`src/hl2_params.svh`:
```
`ifndef HL2_PARAMS_SVH
`define HL2_PARAMS_SVH

// Relay settle time in TR_SETTLE before RF is let out
`define HL_TR_SETTLE_CYCLES 4

// Clock cycles per unit of the host hang time
`define HL_HANG_TICK_CYCLES 16

// Half period of the run heartbeat
`define HL_HEARTBEAT_CYCLES 64

// Overload LEDs stay lit this long after the last qualifying sample
`define HL_LED_HOLD_CYCLES 32

// Three quarters of full scale for a 12-bit signed sample
`define HL_ADC75_LEVEL 1536

// Host register map
`define HL_REG_CTRL 4'd0
`define HL_REG_HANG 4'd1
`define HL_REG_FAN  4'd2

`endif

```
`src/hl2_pkg.sv`:
```
`default_nettype none

package hl2_pkg;

  // Host command bus
  typedef logic [3:0] cmd_addr_t;
  typedef logic [7:0] cmd_data_t;

  // Fan duty as high cycles out of every 256
  typedef logic [7:0] duty_t;

  // PTT hang time in units of HL_HANG_TICK_CYCLES
  typedef logic [7:0] hang_t;

  // One parallel sample from the AD9866 receive path, two's complement
  typedef logic signed [11:0] adc_sample_t;

  // Transmit/receive sequencer states
  typedef enum logic [1:0] {
    RX         = 2'd0,
    TR_SETTLE  = 2'd1,
    TX         = 2'd2,
    HANG       = 2'd3
  } txrx_state_t;

endpackage

`default_nettype wire

```
`src/hl2_cfg_if.sv`:
```
`timescale 1ns/1ns
`default_nettype none

// Host configuration as decoded by the register file
interface hl2_cfg_if;

  logic              host_ptt;
  logic              pa_enable;
  logic              run;
  hl2_pkg::hang_t    hang_time;
  hl2_pkg::duty_t    fan_duty;

  modport regs (
    output host_ptt,
    output pa_enable,
    output run,
    output hang_time,
    output fan_duty
  );

  modport txrx (
    input host_ptt,
    input pa_enable,
    input hang_time
  );

  modport fan (
    input fan_duty
  );

  modport leds (
    input run
  );

endinterface

`default_nettype wire

```
`src/hl2_cmd_regs.sv`:
```
`timescale 1ns/1ns
`default_nettype none
`include "hl2_params.svh"

module hl2_cmd_regs (
  input  logic                clk,
  input  logic                rst_n,
  input  logic                cmd_we,
  input  hl2_pkg::cmd_addr_t  cmd_addr,
  input  hl2_pkg::cmd_data_t  cmd_data,
  hl2_cfg_if.regs             cfg
);

  // Bit positions inside the control register
  localparam int CTRL_PTT_BIT = 0;
  localparam int CTRL_PA_BIT  = 1;
  localparam int CTRL_RUN_BIT = 2;
  localparam int CTRL_W       = 3;

  logic [CTRL_W-1:0] ctrl_q;
  hl2_pkg::hang_t    hang_q;
  hl2_pkg::duty_t    fan_q;

  // Writes take effect on the edge that samples the strobe
  always_ff @(posedge clk or negedge rst_n) begin
    if (!rst_n) begin
      ctrl_q <= '0;
      hang_q <= '0;
      fan_q  <= '0;
    end else if (cmd_we) begin
      case (cmd_addr)
        `HL_REG_CTRL: begin
          ctrl_q <= cmd_data[CTRL_W-1:0];
        end
        `HL_REG_HANG: begin
          hang_q <= cmd_data;
        end
        `HL_REG_FAN: begin
          fan_q <= cmd_data;
        end
        default: begin
          // Unmapped addresses are silently dropped
        end
      endcase
    end
  end

  assign cfg.host_ptt  = ctrl_q[CTRL_PTT_BIT];
  assign cfg.pa_enable = ctrl_q[CTRL_PA_BIT];
  assign cfg.run       = ctrl_q[CTRL_RUN_BIT];
  assign cfg.hang_time = hang_q;
  assign cfg.fan_duty  = fan_q;

  // The host side must present a defined address with every strobe
  a_addr_known: assert property (
    @(posedge clk) disable iff (!rst_n)
    cmd_we |-> !$isunknown(cmd_addr)
  ) else $error("hl2_cmd_regs: unknown cmd_addr with cmd_we high");

endmodule

`default_nettype wire

```
`src/hl2_txrx_ctrl.sv`:
```
`timescale 1ns/1ns
`default_nettype none
`include "hl2_params.svh"

module hl2_txrx_ctrl (
  input  logic      clk,
  input  logic      rst_n,
  hl2_cfg_if.txrx   cfg,
  input  logic      key,
  input  logic      ptt,
  input  logic      inhibit,
  output logic      pa_tr,
  output logic      pa_en,
  output logic      txquiet_n
);

  localparam int unsigned SETTLE   = `HL_TR_SETTLE_CYCLES;
  localparam int unsigned TICK     = `HL_HANG_TICK_CYCLES;
  localparam int          SETTLE_W = (SETTLE > 1) ? $clog2(SETTLE) : 1;
  localparam int          HANG_W   = $bits(hl2_pkg::hang_t) + $clog2(TICK);

  hl2_pkg::txrx_state_t state;
  hl2_pkg::txrx_state_t state_nxt;
  logic [SETTLE_W-1:0]  settle_cnt;
  logic [HANG_W-1:0]    hang_cnt;
  logic [HANG_W-1:0]    hang_total;
  logic                 req;
  logic                 settle_done;
  logic                 hang_done;

  // Any source may key the radio, but inhibit vetoes all of them
  assign req         = (cfg.host_ptt | key | ptt) & ~inhibit;
  assign hang_total  = HANG_W'(cfg.hang_time) * HANG_W'(TICK);
  assign settle_done = (settle_cnt == SETTLE_W'(SETTLE - 1));
  assign hang_done   = (hang_cnt == '0);

  always_comb begin
    state_nxt = state;
    case (state)
      hl2_pkg::RX: begin
        if (req) state_nxt = hl2_pkg::TR_SETTLE;
      end
      hl2_pkg::TR_SETTLE: begin
        // The relay has to finish moving even if the request goes away
        if (settle_done) state_nxt = hl2_pkg::TX;
      end
      hl2_pkg::TX: begin
        if (!req) state_nxt = (hang_total == '0) ? hl2_pkg::RX : hl2_pkg::HANG;
      end
      hl2_pkg::HANG: begin
        if (req) begin
          state_nxt = hl2_pkg::TX;
        end else if (hang_done) begin
          state_nxt = hl2_pkg::RX;
        end
      end
      default: begin
        state_nxt = hl2_pkg::RX;
      end
    endcase
    if (inhibit) state_nxt = hl2_pkg::RX;
  end

  always_ff @(posedge clk or negedge rst_n) begin
    if (!rst_n) begin
      state      <= hl2_pkg::RX;
      settle_cnt <= '0;
      hang_cnt   <= '0;
    end else begin
      state <= state_nxt;
      if (state == hl2_pkg::TR_SETTLE) begin
        settle_cnt <= settle_cnt + 1'b1;
      end else begin
        settle_cnt <= '0;
      end
      // Reload on every TX cycle so the hang starts from the latest setting
      if (state == hl2_pkg::TX) begin
        hang_cnt <= hang_total - 1'b1;
      end else if (state == hl2_pkg::HANG && !hang_done) begin
        hang_cnt <= hang_cnt - 1'b1;
      end
    end
  end

  assign pa_tr     = (state != hl2_pkg::RX);
  assign txquiet_n = (state == hl2_pkg::TX);
  assign pa_en     = cfg.pa_enable & pa_tr;

  // RF only leaves the transceiver once the relay has been over for the settle time
  a_settled: assert property (
    @(posedge clk) disable iff (!rst_n)
    txquiet_n |-> (pa_tr && $past(pa_tr, `HL_TR_SETTLE_CYCLES))
  ) else $error("hl2_txrx_ctrl: txquiet_n high without a settled relay");

  a_inhibit: assert property (
    @(posedge clk) disable iff (!rst_n)
    inhibit |=> !txquiet_n
  ) else $error("hl2_txrx_ctrl: transmit not stopped after inhibit");

endmodule

`default_nettype wire

```
`src/hl2_fan_pwm.sv`:
```
`timescale 1ns/1ns
`default_nettype none

module hl2_fan_pwm (
  input  logic     clk,
  input  logic     rst_n,
  hl2_cfg_if.fan   cfg,
  output logic     fan_pwm
);

  // Period is fixed at 256 cycles by the width of the duty register
  hl2_pkg::duty_t pwm_cnt;

  always_ff @(posedge clk or negedge rst_n) begin
    if (!rst_n) begin
      pwm_cnt <= '0;
    end else begin
      pwm_cnt <= pwm_cnt + 1'b1;
    end
  end

  // A duty of 0 keeps the fan off and 255 leaves one low cycle per period
  assign fan_pwm = (pwm_cnt < cfg.fan_duty);

endmodule

`default_nettype wire

```
`src/hl2_status_leds.sv`:
```
`timescale 1ns/1ns
`default_nettype none
`include "hl2_params.svh"

module hl2_status_leds (
  input  logic                  clk,
  input  logic                  rst_n,
  hl2_cfg_if.leds               cfg,
  input  hl2_pkg::adc_sample_t  adc_sample,
  output logic                  led_run,
  output logic                  led_adc75,
  output logic                  led_adc100
);

  localparam int unsigned HB     = `HL_HEARTBEAT_CYCLES;
  localparam int          HB_W   = (HB > 1) ? $clog2(HB) : 1;
  localparam int unsigned HOLD   = `HL_LED_HOLD_CYCLES;
  localparam int          HOLD_W = $clog2(HOLD + 1);
  localparam int          ADC_W  = $bits(hl2_pkg::adc_sample_t);

  localparam hl2_pkg::adc_sample_t LVL75    = hl2_pkg::adc_sample_t'(`HL_ADC75_LEVEL);
  localparam hl2_pkg::adc_sample_t FULL_POS = {1'b0, {(ADC_W - 1){1'b1}}};
  localparam hl2_pkg::adc_sample_t FULL_NEG = {1'b1, {(ADC_W - 1){1'b0}}};

  logic [HB_W-1:0]   hb_cnt;
  logic [1:0]        hit;
  logic [HOLD_W-1:0] hold_cnt [2];

  // Heartbeat only runs while the host has the radio running
  always_ff @(posedge clk or negedge rst_n) begin
    if (!rst_n) begin
      hb_cnt  <= '0;
      led_run <= 1'b0;
    end else if (!cfg.run) begin
      hb_cnt  <= '0;
      led_run <= 1'b0;
    end else if (hb_cnt == HB_W'(HB - 1)) begin
      hb_cnt  <= '0;
      led_run <= ~led_run;
    end else begin
      hb_cnt <= hb_cnt + 1'b1;
    end
  end

  // Index 0 is the 75 % detector, index 1 the clipping detector
  assign hit[0] = (adc_sample >= LVL75) || (adc_sample <= -LVL75);
  assign hit[1] = (adc_sample == FULL_POS) || (adc_sample == FULL_NEG);

  for (genvar i = 0; i < 2; i++) begin : g_hold
    // Each new hit restarts the stretch
    always_ff @(posedge clk or negedge rst_n) begin
      if (!rst_n) begin
        hold_cnt[i] <= '0;
      end else if (hit[i]) begin
        hold_cnt[i] <= HOLD_W'(HOLD);
      end else if (hold_cnt[i] != '0) begin
        hold_cnt[i] <= hold_cnt[i] - 1'b1;
      end
    end
  end

  assign led_adc75  = (hold_cnt[0] != '0);
  assign led_adc100 = (hold_cnt[1] != '0);

endmodule

`default_nettype wire

```
`src/hl2_core.sv`:
```
`timescale 1ns/1ns
`default_nettype none

module hl2_core (
  input  logic                  clk,
  input  logic                  rst_n,
  input  logic                  cmd_we,
  input  hl2_pkg::cmd_addr_t    cmd_addr,
  input  hl2_pkg::cmd_data_t    cmd_data,
  input  hl2_pkg::adc_sample_t  adc_sample,
  input  logic                  io_phone_tip,
  input  logic                  io_phone_ring,
  input  logic                  io_tx_inhibit,
  output logic                  pa_tr,
  output logic                  pa_en,
  output logic                  txquiet_n,
  output logic                  led_run,
  output logic                  led_tx,
  output logic                  led_adc75,
  output logic                  led_adc100,
  output logic                  fan_pwm
);

  // Order of the pin bits is tip, ring, inhibit
  logic [2:0]            pin_meta;
  logic [2:0]            pin_sync;
  hl2_pkg::adc_sample_t  adc_q;

  // The pins idle high, so they are flipped on the way in and reset to idle
  always_ff @(posedge clk or negedge rst_n) begin
    if (!rst_n) begin
      pin_meta <= '0;
      pin_sync <= '0;
      adc_q    <= '0;
    end else begin
      pin_meta <= ~{io_phone_tip, io_phone_ring, io_tx_inhibit};
      pin_sync <= pin_meta;
      adc_q    <= adc_sample;
    end
  end

  hl2_cfg_if cfg ();

  hl2_cmd_regs hl2_cmd_regs_i (
    .clk      (clk     ),
    .rst_n    (rst_n   ),
    .cmd_we   (cmd_we  ),
    .cmd_addr (cmd_addr),
    .cmd_data (cmd_data),
    .cfg      (cfg     )
  );

  hl2_txrx_ctrl hl2_txrx_ctrl_i (
    .clk       (clk        ),
    .rst_n     (rst_n      ),
    .cfg       (cfg        ),
    .key       (pin_sync[2]),
    .ptt       (pin_sync[1]),
    .inhibit   (pin_sync[0]),
    .pa_tr     (pa_tr      ),
    .pa_en     (pa_en      ),
    .txquiet_n (txquiet_n  )
  );

  hl2_fan_pwm hl2_fan_pwm_i (
    .clk     (clk    ),
    .rst_n   (rst_n  ),
    .cfg     (cfg    ),
    .fan_pwm (fan_pwm)
  );

  hl2_status_leds hl2_status_leds_i (
    .clk        (clk       ),
    .rst_n      (rst_n     ),
    .cfg        (cfg       ),
    .adc_sample (adc_q     ),
    .led_run    (led_run   ),
    .led_adc75  (led_adc75 ),
    .led_adc100 (led_adc100)
  );

  // TX LED shows the relay position
  assign led_tx = pa_tr;

endmodule

`default_nettype wire

```
`src/hermeslite.sv`:
```
`timescale 1ns/1ns
`default_nettype none

module hermeslite (
  // Clock and reset
  input  logic                  rffe_ad9866_clk76p8  ,
  input  logic                  rst_n                ,
  // Host command stream
  input  logic                  cmd_we               ,
  input  hl2_pkg::cmd_addr_t    cmd_addr             ,
  input  hl2_pkg::cmd_data_t    cmd_data             ,
  // RF frontend
  input  hl2_pkg::adc_sample_t  rffe_adc_sample      ,
  output logic                  rffe_ad9866_txquiet_n,
  // IO
  input  logic                  io_phone_tip         ,
  input  logic                  io_phone_ring        ,
  input  logic                  io_cn8               ,
  output logic                  io_led_d2            ,
  output logic                  io_led_d3            ,
  output logic                  io_led_d4            ,
  output logic                  io_led_d5            ,
  output logic                  io_cn4_6             ,
  // PA
  output logic                  pa_tr                ,
  output logic                  pa_en
);

  // CN8 is the external TX inhibit and CN4 pin 6 drives the fan
  hl2_core hl2_core_i (
    .clk           (rffe_ad9866_clk76p8  ),
    .rst_n         (rst_n                ),
    .cmd_we        (cmd_we               ),
    .cmd_addr      (cmd_addr             ),
    .cmd_data      (cmd_data             ),
    .adc_sample    (rffe_adc_sample      ),
    .io_phone_tip  (io_phone_tip         ),
    .io_phone_ring (io_phone_ring        ),
    .io_tx_inhibit (io_cn8               ),
    .pa_tr         (pa_tr                ),
    .pa_en         (pa_en                ),
    .txquiet_n     (rffe_ad9866_txquiet_n),
    .led_run       (io_led_d2            ),
    .led_tx        (io_led_d3            ),
    .led_adc75     (io_led_d4            ),
    .led_adc100    (io_led_d5            ),
    .fan_pwm       (io_cn4_6             )
  );

endmodule

`default_nettype wire

```
`config.mk`:
```
export PLATFORM = sky130hd
export DESIGN_NAME = hermeslite
export DESIGN_NICKNAME = d
export VERILOG_FILES = /design/src/hl2_pkg.sv /design/src/hl2_cfg_if.sv /design/src/hl2_cmd_regs.sv /design/src/hl2_txrx_ctrl.sv /design/src/hl2_fan_pwm.sv /design/src/hl2_status_leds.sv /design/src/hl2_core.sv /design/src/hermeslite.sv
export VERILOG_INCLUDE_DIRS = /design/src
export SDC_FILE = /design/constraint.sdc
export NUM_CORES = 1
export LEC_CHECK = 0
export BUFFER_PORTS_ARGS = -buffer_cell sky130_fd_sc_hd__buf_2
export CAP_MARGIN = 25
export CORE_ASPECT_RATIO = 2
export CORE_MARGIN = 4
export CORE_UTILIZATION = 45
export DETAILED_ROUTE_END_ITERATION = 8
export HOLD_SLACK_MARGIN = 0.06
export PLACE_DENSITY = 0.69
export SYNTH_ARGS = -nofsm -noshare
export SYNTH_HDL_FRONTEND = slang
export SYNTH_SLANG_ARGS = --single-unit
```
`constraint.sdc`:
```
create_clock -name rffe_ad9866_clk76p8 -period 2.3 [get_ports rffe_ad9866_clk76p8]
set_input_delay 0.46 -clock rffe_ad9866_clk76p8 [delete_from_list [all_inputs] [get_ports rffe_ad9866_clk76p8]]
set_output_delay 0.46 -clock rffe_ad9866_clk76p8 [all_outputs]
set_load 0.1 [all_outputs]
```
Yosys cells after proc, flatten, opt, wreduce, memory -nomap -nowiden:

Index checks and enable logic that the tools add are counted.

* flip-flop bits (word level): 80
* word-level logic and storage cells: 82

* reduce and logical (&&, ||, !) cells: 18
* add/sub/neg operators: 7
* magnitude comparators: 3
* muxes and demuxes: 19
* bitwise logic cells: 7
* eq/ne operators: 14

Operator list (number)
* two-way mux 6 bit: 6
* == test 12 bit (second input constant): 2
* zero test 12 bit: 2
* two-way mux 12 bit: 2
* subtractor 12 x 1 -> 12 bit (second input constant): 2
* two-way mux 2 bit: 8
* >= comparator 12 bit (second input constant): 1
* less-or-equal comparator 12 bit (second input constant): 1
* nonzero test 6 bit: 2
* subtractor 6 x 1 -> 6 bit (second input constant): 2
* inequality test 3 x 2 -> 1 bit (second input constant): 3
* adder 8 x 1 -> 8 bit (second input constant): 1
* < comparator 8 bit: 1
* case mux 2 bit (4 select lines): 1
* nonzero test 2 bit: 4
* adder 6 x 1 -> 6 bit (second input constant): 1
* == test 2 bit (second input constant): 3
* == test 6 bit (second input constant): 1
* AND reduction 2 bit: 3
* == test 4 x 1 -> 1 bit (second input constant): 1
* == test 4 x 2 -> 1 bit (second input constant): 1
* zero test 4 bit: 1
* inequality test 4 x 3 -> 1 bit (second input constant): 1
* AND reduction 4 bit: 1
* other kinds (12): 17

Logic depth before layout (Yosys ltp):

* word-level depth: 6
* mapped depth: 8

By module:

Synthesis repeated with hierarchy kept, for this count alone.

* cell total of the unflattened synthesis: 342
* area, all modules: 3822.4 um2

Modules (own cells, without submodules)
* hl2_txrx_ctrl: seq. area each 400.4 um2, cells each 120, instances 1, area an instance 1097.3 um2
* hl2_status_leds: seq. area each 475.5 um2, cells each 106, instances 1, area an instance 1012.2 um2
* hl2_cmd_regs: seq. area each 475.5 um2, cells each 43, instances 1, area an instance 749.5 um2
* hl2_fan_pwm: seq. area each 200.2 um2, cells each 51, instances 1, area an instance 494.2 um2
* hl2_core: seq. area each 450.4 um2, cells each 22, instances 1, area an instance 469.2 um2

Worst setup path before layout:

No wires, ideal clock.

* path kind: register to output
* start: reg hl2_core_i.hl2_fan_pwm_i.pwm_cnt[5]
* end: out io_cn4_6
* cell stages (with the launch flop): 6
* path buffers: 0
* setup slack: -790 ps
* data arrival time: 2630 ps
* cell sequence: dfrtp_1 ha_1 a21o_1 a31oi_1 o21ai_0 a31oi_1

* cells in the longest elaborated chain, start to end: 1

Ends and longest elaborated chain
* from (decl): RTL line hl2_fan_pwm.sv:12 `hl2_pkg::duty_t pwm_cnt;`
* from (signal assigned): RTL line hl2_fan_pwm.sv:18 `pwm_cnt <= pwm_cnt + 1'b1;`
* < comparator 8 bit: RTL line hl2_fan_pwm.sv:23 `assign fan_pwm = (pwm_cnt < cfg.fan_duty);`
* to (decl): RTL line hermeslite.sv:23 `output logic io_cn4_6 ,`

Every way passes these cells.

Worst setup path in the final report:

* start: reg hl2_core_i.hl2_cmd_regs_i.fan_q[5], in the netlist hl2_core_i.hl2_cmd_regs_i.cfg.fan_duty[5]
* end: out io_cn4_6

* cells in the longest elaborated chain, start to end: 1

Ends and longest elaborated chain
* from (decl): RTL line hl2_cmd_regs.sv:22 `hl2_pkg::duty_t fan_q;`
* from (signal assigned): RTL line hl2_cmd_regs.sv:39 `fan_q <= cmd_data;`
* < comparator 8 bit: RTL line hl2_fan_pwm.sv:23

Every way passes these cells.

==> run metrics <==
PwrDens 1040 nW/um^2; CTS tree done; Pwr Total 4.60 mW; Post-Layout Cell Count 484; mux cell area share after synthesis 0.0667; HP Class in2async; initial antenna violation count 0; Final Hold Viols 0; CTS H-tree lvls 3; most common cell after layout, fill and taps aside dfrtp_1; Residual DRC 0; main combinational cell family by area after synthesis simple AND/OR/NAND/NOR gates; Syn Area/Cell 11.2 um^2; Initial Utilization 0.465; clk slew on worst S/H paths 0.06 ns; share of layout cells above drive strength 1 0.242; crit share post-route 1.00; I/O pins 38; crit-path max FO 3; initial DRC count 134; Placeable Area 7940 um^2; clock buffer count from CTS 9; Cell Rows 46; first-pass GRT wire length 12000 um; die height 136 um; drt wl/cell 14.7 um; failing checks setup timing; Mapped Area 3690 um^2; Placed Instances 463; Worst EP required 1.84 ns; Synth Instances 330; Post-Synth XOR/XNOR Area 0.0735; number of synthesized flops with an enable pin 0; fmax 434 MHz; clock net sink count 80; # nets final 431; global route hottest layer met2; Final Wtd Congestion 0.771; CTS root buffer clkbuf_16; Antenna Nets Post-Route 0; Syn Nets 378; clk_lat worst skew 0.33 ns; Ys Warns 0; Max-Slew Margin vs Limit 0.601; Slew @ Worst Pin 0.593 ns; Total GRT Usage 0.161; Crit Path Class reg2out; fin crit period 2.31 ns; die width 72.1 um; diode count 0; area grow syn2layout 19.4%; met3 Track Usage GR 0.0422; routed wire length 7100 um; GRT met1 Usage 0.171; hpwl dp 5260 um; Synth Register Bits 80; Fill cells 681; GRT overflow 0; CTS max path bufs 2; final clock skew 0.00689 ns; leakage power 2.07 nW; drt pass-1 iters 4; Slew Viols, Final 0; unrepaired setup endpoints after global routing true; Top FF cell, synth dfrtp_1; DP Worst Slack 0.121 ns; status finished, violations left; final setup fails 1; sequential area share after synthesis 0.542; number of port buffers 37; post-route setup slack -0.00586 ns; Post-DP Area 4060 um^2; Adder-Cell Fraction of Synth Area 0.0610; max-cap viol count 0; post-synthesis simple-gate area fraction 0.164; global-route met2 utilization 0.286; post-synthesis compound-gate area fraction 0.0613; maximum number of pins on one net before global-route repair 47; Cell variety after synth 45; CTS Hold Bufs 0; vias per inst 5.31; area of the die 9810 um^2; CP arrival 1.85 ns; ys async rst share 1.00; total vias in the final route 2569; VDD IR-drop max 0.000537 V; most frequent cells in the layout 78 x dfrtp_1, 32 x buf_2, 30 x nand2_1, 26 x nor2_1, 22 x inv_1; CP endpoint kind output port; vias in the first global route 2726; Critical Path Start Type flip-flop; design area 4410 um^2
stage by stage:
step / utilization / setup TNS, ns / hold WS (ns)
2_1_floorplan: - / 0 / 0.164
3_3_place_gp: 0.511 / 0 / 0.339
3_5_place_dp: 0.511 / 0 / 0.342
4_1_cts: 0.551 / 0 / 0.0881
5_1_grt: 0.556 / -0.0718 / 0.112
6_report: 0.556 / -0.00586 / 0.0766
repair_timing:
action | 4_1_cts | 5_1_grt
setup buffers | 2 | 3
resized for setup | 6 | 5
setup endpoints to repair | 1 | 3
pin swaps | 1 | 1
layer usage:
metal | vias to the layer above | wire length [um]
met4 | 0 | 175
li1 | 1244 | -
met1 | 1266 | 2690
met5 | - | 0
met2 | 45 | 3990
met3 | 14 | 236
kinds of logic (layout without fill, tap and decap cells):
logic type | Yosys count | in the layout
buf+inv | 27 | 85
simple gates | 118 | 118
compound gates | 34 | 34
xor+xnor | 31 | 31
flops | 80 | 80
fa+ha+maj | 18 | 18
mux | 22 | 22
final cells by class:
class / instances / area [um^2] / area share
clock buffers: 9 / 225 / 0.0510
clock inverters: 7 / 55.1 / 0.0125
inverters: 23 / 86.3 / 0.0196
multi-input cells: 223 / 1620 / 0.367
flip-flops and latches: 80 / 2000 / 0.454
well taps: 96 / 120 / 0.0272
repair buffers: 46 / 303 / 0.0686
synth_stat cells, drive strengths merged, types with 2 or more instances:
library cell	number	area, um^2
nand4	2	12.5
nand2	30	113
ha	18	225
xor2	13	114
a21o	6	45.0
a31oi	5	31.3
a21oi	5	25.0
or3	4	30.0
and2	5	31.3
nor3	12	60.1
mux2	21	236
dfrtp	80	2000
nand2b	4	25.0
xnor2	18	158
nor4	5	31.3
nand3b	4	30.0
buf	3	26.3
nor2	26	97.6
nor2b	2	12.5
or4	3	26.3
a211oi	3	22.5
nand3	11	55.1
and3	3	18.8
o21ai	7	35.0
o41ai	2	17.5
inv	23	86.3
path summary, 6_finish.rpt:
check                                                                              from                                                    to  slack (ns)  depth (start not counted)
hold reg to reg                                        hl2_core_i.pin_meta[2]$_DFF_PN0_                      hl2_core_i.pin_sync[2]$_DFF_PN0_        0.35                          0
setup / recovery                  hl2_core_i.hl2_cmd_regs_i.cfg.fan_duty[5]$_DFFE_PN0P_                                              io_cn4_6      -0.006                          7
min in group rffe_ad9866_clk76p8                                     rffe_adc_sample[0]                         hl2_core_i.adc_q[0]$_DFF_PN0_        0.23                          1
hold / removal                                                                    rst_n    hl2_core_i.hl2_txrx_ctrl_i.hang_cnt[6]$_DFFE_PN0P_        0.08                          1
setup reg to reg                     hl2_core_i.hl2_txrx_ctrl_i.hang_cnt[0]$_DFFE_PN0P_    hl2_core_i.hl2_txrx_ctrl_i.hang_cnt[7]$_DFFE_PN0P_        0.32                          7
max in group asynchronous                                                         rst_n  hl2_core_i.hl2_status_leds_i.hold_cnt[0]$_DFFE_PN0P_        1.62                          2
critical path, cell delays in order, from the launching register on:
cell and delay, ns:
dfrtp_1 0.41, inv_2 0.09, ha_4 0.21, a21o_1 0.17, a31oi_2 0.16, o21ai_2 0.10
a31oi_4 0.17, buf_12 0.19
sequential cells by signal, indices dropped and copies added (netlist names), 2 cells and up:
signal and count:
hl2_core_i.hl2_txrx_ctrl_i.state 2, hl2_core_i.hl2_cmd_regs_i.ctrl_q 3, hl2_core_i.hl2_cmd_regs_i.cfg.hang_time 8, hl2_core_i.hl2_txrx_ctrl_i.settle_cnt 2, hl2_core_i.pin_sync 3, hl2_core_i.hl2_txrx_ctrl_i.hang_cnt 12
hl2_core_i.hl2_fan_pwm_i.pwm_cnt 8, hl2_core_i.hl2_status_leds_i.hb_cnt 6, hl2_core_i.hl2_cmd_regs_i.cfg.fan_duty 8, hl2_core_i.hl2_status_leds_i.hold_cnt 12, hl2_core_i.pin_meta 3, hl2_core_i.adc_q 12
report_power, final:
| part | total [mW] | internal, mW | switching [mW] |
|---|---|---|---|
| Sequential | 2.00 | 1.73 | 0.277 |
| Clock | 1.31 | 0.739 | 0.572 |
| Combinational | 1.28 | 0.592 | 0.692 |
(Power assumes the default switching activity.)
